File: config.mk
export PLATFORM = sky130hd
export DESIGN_NAME = pmp_csr_history
export DESIGN_NICKNAME = d
export VERILOG_FILES = /design/src/hw/pmp_pkg.sv /design/src/hw/pmp_csr_history.sv
export SDC_FILE = /design/constraint.sdc
export NUM_CORES = 1
export LEC_CHECK = 0
export BUFFER_PORTS_ARGS = -buffer_cell sky130_fd_sc_hd__buf_2
export CAP_MARGIN = 10
export CORE_MARGIN = 2
export CORE_UTILIZATION = 35
export DETAILED_ROUTE_END_ITERATION = 8
export PLACE_DENSITY = 0.6
export RECOVER_POWER = 100
export SLEW_MARGIN = 0
export SYNTH_ARGS = -nofsm -noshare
export SYNTH_HDL_FRONTEND = slang
export SYNTH_SLANG_ARGS = --single-unit
File: constraint.sdc
create_clock -name clk_i -period 4 [get_ports clk_i]
set_input_delay 0 -clock clk_i [delete_from_list [all_inputs] [get_ports clk_i]]
set_output_delay 0 -clock clk_i [all_outputs]
set_load 0.1 [all_outputs]
File: src/hw/pmp_pkg.sv
// ********************
// Shared types and constants of the PMP retirement checker
// Four regions with G = 2 and mseccfg assumed zero
// pmpaddr values are word addresses of a 34-bit space
// ********************

package pmp_pkg;

  localparam int PMP_NUM_REGIONS = 4;
  localparam int PMP_GRANULARITY = 2;

  // CSR numbers that make up the PMP register range
  localparam logic [11:0] CSRADDR_PMPCFG0  = 12'h3A0;
  localparam logic [11:0] CSRADDR_PMPADDR0 = 12'h3B0;
  localparam logic [11:0] CSRADDR_PMP_LAST = 12'h3EF;
  localparam logic [11:0] CSRADDR_MSECCFG  = 12'h747;
  localparam logic [11:0] CSRADDR_MSECCFGH = 12'h757;

  localparam logic [6:0] OPC_SYSTEM = 7'b1110011;

  typedef enum logic [1:0] {
    OFF   = 2'd0,
    TOR   = 2'd1,
    NA4   = 2'd2,
    NAPOT = 2'd3
  } pmp_mode_e;

  typedef enum logic [1:0] {
    U = 2'b00,
    M = 2'b11
  } priv_mode_e;

  typedef enum logic [1:0] {
    EXEC  = 2'd0,
    READ  = 2'd1,
    WRITE = 2'd2
  } pmp_acc_e;

  // Standard mcause exception codes
  typedef enum logic [5:0] {
    INSTR_ACC_FAULT = 6'd1,
    ILLEGAL_INSTR   = 6'd2,
    LOAD_ACC_FAULT  = 6'd5,
    STORE_ACC_FAULT = 6'd7
  } exc_cause_e;

  // Same bit order as one pmpcfg byte
  typedef struct packed {
    logic       lock;
    logic [1:0] zero;
    pmp_mode_e  mode;
    logic       exec;
    logic       write;
    logic       read;
  } pmp_cfg_t;

  typedef struct packed {
    pmp_cfg_t [PMP_NUM_REGIONS-1:0]          cfg;
    logic     [PMP_NUM_REGIONS-1:0][31:0]    addr;
  } pmp_csr_t;

  typedef struct packed {
    logic       valid;
    logic [31:0] insn;
    priv_mode_e mode;
    logic       trap;
    logic       exception;
    exc_cause_e cause;
    logic [31:0] pc;
    logic [31:0] mem_addr;
    logic [3:0] mem_rmask;
    logic [3:0] mem_wmask;
    logic       mprv;
    priv_mode_e mpp;
  } rvfi_retire_t;

  typedef struct packed {
    logic exec_notrap;
    logic exec_cause;
    logic data_notrap;
    logic data_cause;
    logic csr_umode;
    logic cfg_illegal;
    logic write_lost;
    logic lock_broken;
  } pmp_err_t;

endpackage

File: src/hw/pmp_csr_history.sv
// ********************
// Compares each retirement's PMP CSRs with the previous retirement
// First retirement after reset raises no flag
// Address bits below G are not compared for write effect
// ********************

`timescale 1ns/1ns

module pmp_csr_history (
  input  logic              clk_i,
  input  logic              rst_ni,
  input  logic              valid_i,
  input  pmp_pkg::pmp_csr_t rdata_i,
  input  pmp_pkg::pmp_csr_t wdata_i,
  input  pmp_pkg::pmp_csr_t wmask_i,
  output logic              write_lost_o,
  output logic              lock_broken_o
);

  localparam int G = pmp_pkg::PMP_GRANULARITY;

  pmp_pkg::pmp_csr_t prev_rdata;
  pmp_pkg::pmp_csr_t prev_wdata;
  pmp_pkg::pmp_csr_t prev_wmask;
  pmp_pkg::pmp_csr_t expected;
  logic              have_prev;

  logic [pmp_pkg::PMP_NUM_REGIONS-1:0] lost;
  logic [pmp_pkg::PMP_NUM_REGIONS-1:0] locked_chg;
  logic [pmp_pkg::PMP_NUM_REGIONS-1:0] tor_chg;

  always_ff @(posedge clk_i or negedge rst_ni) begin
    if (!rst_ni) begin
      have_prev <= 1'b0;
    end else if (valid_i) begin
      have_prev <= 1'b1;
    end
  end

  // Snapshot of the last retirement with valid high
  always_ff @(posedge clk_i) begin
    if (valid_i) begin
      prev_rdata <= rdata_i;
      prev_wdata <= wdata_i;
      prev_wmask <= wmask_i;
    end
  end

  // What the previous retirement said the registers would become
  assign expected = (prev_wdata & prev_wmask) | (prev_rdata & ~prev_wmask);

  for (genvar i = 0; i < pmp_pkg::PMP_NUM_REGIONS; i++) begin : gen_entry
    assign lost[i] = (rdata_i.cfg[i] != expected.cfg[i]) ||
                     (rdata_i.addr[i][31:G] != expected.addr[i][31:G]);

    // A cleared lock bit shows up as a cfg change
    assign locked_chg[i] = prev_rdata.cfg[i].lock &&
                           ((rdata_i.cfg[i] != prev_rdata.cfg[i]) ||
                            (rdata_i.addr[i] != prev_rdata.addr[i]));

    if (i == 0) begin : gen_no_below
      assign tor_chg[i] = 1'b0;
    end else begin : gen_below
      assign tor_chg[i] = prev_rdata.cfg[i].lock &&
                          (prev_rdata.cfg[i].mode == pmp_pkg::TOR) &&
                          (rdata_i.addr[i-1][31:G] != prev_rdata.addr[i-1][31:G]);
    end
  end

  assign write_lost_o  = have_prev && (|lost);
  assign lock_broken_o = have_prev && (|(locked_chg | tor_chg));

  a_have_prev_sticky: assert property (
    @(posedge clk_i) disable iff (!rst_ni)
    have_prev |=> have_prev
  );

endmodule

==> impl_summary.log, run 1 <==
INFO  metric stop_stage = clock tree synthesis
INFO  metric syn-cell-area = 18900 µm²
INFO  metric maximum_clock_path_buffer_count = 3
INFO  metric pin_count = 485
INFO  metric mean_post_synth_cell_area = 18.1 µm²
INFO  metric numPortBuffers = 468
INFO  metric cts_root_buf = sky130_fd_sc_hd__clkbuf_16
INFO  metric outcome = aborted with a tool error
INFO  metric cts-hold-fix-buffers = 464
INFO  metric gp_congestion = 0.807
INFO  metric h_tree_depth = 2
INFO  metric synth_sequential_area_ratio = 73.8%
INFO  metric halt_reason = [ERROR RSZ-0060] Max buffer count reached.
INFO  metric cts_post_setup_buffers_inserted = 0
INFO  metric synth_seq_cells = 465
INFO  metric netlist.top_cell.by_area = sky130_fd_sc_hd__edfxtp_1
INFO  metric post-synth-top-area-fraction = 73.6%
INFO  metric detailedPlacementHpwl = 42.5 mm
INFO  metric synth-async-reset-ratio = 0.215%
INFO  metric yosysWarningCount = 0
INFO  metric synth_common_cells = 464 x sky130_fd_sc_hd__edfxtp_1, 247 x sky130_fd_sc_hd__xnor2_1, 152 x sky130_fd_sc_hd__mux2i_1, 62 x sky130_fd_sc_hd__xor2_1, 51 x sky130_fd_sc_hd__nand4_1
INFO  metric mappedNetlistNets = 1530
INFO  metric synth.most_common_cell = sky130_fd_sc_hd__edfxtp_1
INFO  metric initial_core_util = 35.3%
INFO  metric die_h = 237 µm
INFO  metric synthesis.instances = 1047
INFO  metric yosys.cell_types.count = 18
INFO  metric postCtsResizedCells = 0
INFO  metric ys.flop_type = sky130_fd_sc_hd__edfxtp_1
INFO  metric cts-buffers-inserted = 51
INFO  metric rows = 85
INFO  metric die_w = 237 µm
INFO  metric cts_sinks = 465
INFO  metric synth_edf_count = 464
INFO  metric ys_top_cells_by_area = sky130_fd_sc_hd__edfxtp_1 74%, sky130_fd_sc_hd__xnor2_1 11%, sky130_fd_sc_hd__mux2i_1 8.0%
kinds of logic after synthesis:
group,synth area share (%)
compound gates,0.364
xor+xnor,14.3
buf+inv,0.0198
simple gates,3.52
mux,8.04
flops,73.8
stage by stage:
stage	setup WS (ns)	cells	utilization (%)	instance area [µm²]	hold WS (ns)
3_5_place_dp	0.956	2224	41.6	22300	-0.221
3_3_place_gp	0.939	2224	41.6	22300	-0.223
2_1_floorplan	1.49	1047	-	18900	-0.296
==> run 2: changes to the inputs <==
CORE_UTILIZATION = 20   (was 35)
PLACE_DENSITY = unset   (was 0.6)
PLACE_DENSITY_LB_ADDON = 0.15   (was unset)
==> impl_summary.log, run 2 <==
INFO  metric outcome = finished with violations (was aborted with a tool error)
INFO  metric failed_checks = capacitance limit, slew limit
INFO  metric area_delta_synth_final = 56.0%
INFO  metric timing.fmax = 277 MHz
INFO  metric numPlacedInstances = 2787 (was 2224)
INFO  metric seqPwrFrac = 46.4%
INFO  metric ys_top_cells_by_area = sky130_fd_sc_hd__edfxtp_1 74%, sky130_fd_sc_hd__xnor2_1 11%, sky130_fd_sc_hd__mux2i_1 8.0% (unchanged)
INFO  metric biggestRegsByFlops = prev_rdata x160, prev_wdata x152, prev_wmask x152
INFO  metric post-layout-total-power = 12.9 mW
INFO  metric worst_setup_path_start_kind = flip-flop
INFO  metric worstRegToRegCells = 1
INFO  metric grt_usage = 13.7%
INFO  metric critPathCaptureType = output port
INFO  metric cts_sinks = 465 (unchanged)
INFO  metric max_slew_margin = -72.1%
INFO  metric fin_nets = 2562
INFO  metric setup_violations = 0
INFO  metric detail_route.iter0.violations = 680
INFO  metric pwr-share-comb = 12.7%
INFO  metric synth_common_cells = 464 x sky130_fd_sc_hd__edfxtp_1, 247 x sky130_fd_sc_hd__xnor2_1, 152 x sky130_fd_sc_hd__mux2i_1, 62 x sky130_fd_sc_hd__xor2_1, 51 x sky130_fd_sc_hd__nand4_1 (unchanged)
INFO  metric die_w = 312 µm (was 237 µm)
INFO  metric netlist.top_cell.by_area = sky130_fd_sc_hd__edfxtp_1 (unchanged)
INFO  metric finalClockSkew = 0 ns
INFO  metric power.share.switching = 24.4%
INFO  metric cts-hold-fix-buffers = 486 (was 464)
INFO  metric ir_drop = 320 µV
INFO  metric numPortBuffers = 468 (unchanged)
INFO  metric final_core_utilization = 31.5%
INFO  metric tritoncts = done
INFO  metric wl_per_cell = 19.9 µm
INFO  metric synth_xor_area_share = 14.3% (unchanged)
INFO  metric synth_sequential_area_ratio = 73.8% (unchanged)
INFO  metric synthesis.instances = 1047 (unchanged)
INFO  metric cellPowerDensity = 437 nW/µm²
INFO  metric rsz0062_at_grt = no
INFO  metric cts.reportedPaths.clkPinSlew = 0.06 ns
INFO  metric initial_core_util = 20.2% (was 35.3%)
INFO  metric totalNegativeSetupSlack = 0 ns
INFO  metric viasPerCell = 3.78
INFO  metric post-synth-top-area-fraction = 73.6% (unchanged)
INFO  metric timing_worst_setup_path_type = flip-flop to output port
INFO  metric detailedPlacementHpwl = 51.9 mm (was 42.5 mm)
INFO  metric mappedNetlistNets = 1530 (unchanged)
INFO  metric yosysWarningCount = 0 (unchanged)
INFO  metric postPlaceCellArea = 23000 µm² (was 22300 µm²)
INFO  metric synth-compound-area-share = 0.364% (unchanged)
INFO  metric finalHoldViolations = 0
INFO  metric critical_path.reg2reg.endpoint = have_prev$_DFFE_PN0P_
INFO  metric core_area = 93600 µm²
INFO  metric drtPass1Iterations = 5
INFO  metric mostFrequentLayoutCells = 486 x sky130_fd_sc_hd__dlygate4sd3_1, 464 x sky130_fd_sc_hd__edfxtp_1, 274 x sky130_fd_sc_hd__buf_2
INFO  metric synth_seq_cells = 465 (unchanged)
INFO  metric worst-slew-pin-transition = 2.58 ns
INFO  metric required = 4.00 ns
INFO  metric combinational_family_with_the_most_area_after_synthesis = XOR/XNOR gates (unchanged)
INFO  metric route.detailed.drc = 0
INFO  metric design.die.area = 97100 µm²
INFO  metric maximum_clock_path_buffer_count = 3 (unchanged)
INFO  metric grt_pass1_vias = 14053
INFO  metric grt_pass1_wl = 95.0 mm
INFO  metric gp_congestion = 0.773 (was 0.807)
INFO  metric yosys.cell_types.count = 18 (unchanged)
INFO  metric rows = 112 (was 85)
INFO  metric synth-async-reset-ratio = 0.215% (unchanged)
INFO  metric drive_above_1_share = 17.9%
INFO  metric final_design_area_no_fill = 29500 µm²
INFO  metric hold_class = primary input to flip-flop
INFO  metric critical_path.endpoint = lock_broken_o
INFO  metric power.switching = 3.15 mW
INFO  metric mean_post_synth_cell_area = 18.1 µm² (unchanged)
INFO  metric critPathArrivalTime = 3.60 ns
INFO  metric largest-register = prev_rdata
INFO  metric cp-startpoint = prev_rdata[12]$_DFFE_PP_
INFO  metric drv_slew = 91
INFO  metric worst_hold_startpoint = wmask_i[76]
INFO  metric h_tree_depth = 2 (unchanged)
INFO  metric die_h = 312 µm (was 237 µm)
INFO  metric power_leakage = 10.6 nW
INFO  metric ys.flop_type = sky130_fd_sc_hd__edfxtp_1 (unchanged)
INFO  metric via_count = 12840
INFO  metric cts_root_buf = sky130_fd_sc_hd__clkbuf_16 (unchanged)
INFO  metric grt_start_max_net_pins = 91
INFO  metric final_common_cell = sky130_fd_sc_hd__dlygate4sd3_1
INFO  metric postCtsResizedCells = 0 (unchanged)
INFO  metric wl = 67.6 mm
INFO  metric largest_register_ffs = 160
INFO  metric overflow = 0
INFO  metric timing.final.crit_period = 3.60 ns
INFO  metric synth_edf_count = 464 (unchanged)
INFO  metric cell_internal_pwr = 9.76 mW
INFO  metric synth_simple_gate_area_share = 3.52% (unchanged)
INFO  metric synth.most_common_cell = sky130_fd_sc_hd__edfxtp_1 (unchanged)
INFO  metric worstPathMaxFanout = 2
INFO  metric cts-buffers-inserted = 58 (was 51)
INFO  metric syn-cell-area = 18900 µm² (unchanged)
INFO  metric final-instance-count-excl-fill = 3399
INFO  metric antenna_violations_before_repair = 22
INFO  metric clock_power_share = 40.9%
INFO  metric pin_count = 485 (unchanged)
INFO  metric cts_post_setup_buffers_inserted = 0 (unchanged)
INFO  metric min_period_over_period = 90.1%
INFO  metric clock_latency = 0.63 ns
INFO  metric muxShareOfSynthArea = 8.04% (unchanged)
INFO  metric synth-adder-area-share = 0% (unchanged)
INFO  metric maxCapViolCount = 1
INFO  metric reg2reg_setup_slack = 3.21 ns
INFO  metric final_antenna_net_count = 0
INFO  metric crit-reg2reg-launch = have_prev$_DFFE_PN0P_
==> run 2: cell counts after synthesis <==
Identical to the previous run, type by type.
==> run 2: power groups by stage <==
stage,Sequential (mW),Combinational [mW],Clock [mW]
after floorplan,6.04,0.567,0
after CTS,5.99,1.74,5.51
after detailed placement,6.09,1.32,0
after global routing,6.03,1.79,5.66
after global placement,6.08,1.32,0
final,5.99,1.64,5.28
==> run 2: worst min path at each step <==
stage | to | slack [ns] | cells after the start
floorplan | have_prev$_DFFE_PN0P_ | -0.30 | 0
global placement | have_prev$_DFFE_PN0P_ | -0.22 | 1
detailed placement | have_prev$_DFFE_PN0P_ | -0.22 | 1
CTS | prev_wdata[76]$_DFFE_PP_ | 0.0007 | 2
global route | prev_wdata[130]$_DFFE_PP_ | 0.01 | 2
finish | prev_wmask[76]$_DFFE_PP_ | 0.06 | 2
==> run 2: cell families (layout without fill, tap and decap cells) <==
logic type / after synthesis / after routing
DFF: 465 / 465
xor gates and xnor gates: 309 / 309
muxes: 152 / 152
and+or+nand+nor: 109 / 109
AOI/OAI and AO/OA: 11 / 11
buffers and inverters: 1 / 1081
other: 0 / 18
==> run 2: metrics by stage <==
stage | setup WS (ns) | hold WS (ns)
after global routing | 0.117 | 0.0144
final | 0.395 | 0.0604
after detailed placement | 0.923 | -0.223
after floorplan | 1.49 | -0.296
after CTS | 0.195 | 0.000658
after global placement | 0.951 | -0.222
==> run 2: layout make-up <==
cell class / count / area [µm²]
clock inverter: 40 / 397
sequential: 465 / 14000
fill: 9591 / 64100
tap: 1254 / 1570
timing repair buffer: 972 / 7090
inverter: 1 / 3.75
antenna: 18 / 45.0
multi-input combinational: 581 / 4960
clock buffer: 68 / 1490
==> run 2: metal layers <==
layer | wire (µm) | global-route usage (%) | part of all wire (%) | vias to the layer above
met3 | 4010 | 3.57 | 5.9 | 86
li1 | - | - | - | 6146
met1 | 28900 | 17.0 | 43 | 6267
met5 | 48 | 0 | 0.071 | -
met4 | 1300 | 3.39 | 1.9 | 8
met2 | 33300 | 23.4 | 49 | 333
==> run 2: critical path: stages, from the launching register on <==
cell and delay [ns]:
sky130_fd_sc_hd__edfxtp_1 0.41, sky130_fd_sc_hd__xnor2_1 0.45, sky130_fd_sc_hd__nand4_1 0.17, sky130_fd_sc_hd__nor4_1 0.59
sky130_fd_sc_hd__a21oi_1 0.16, sky130_fd_sc_hd__o21ai_0 0.54, sky130_fd_sc_hd__a41oi_1 0.19, sky130_fd_sc_hd__clkbuf_2 0.46
Power figures use the tool's default switching activity.
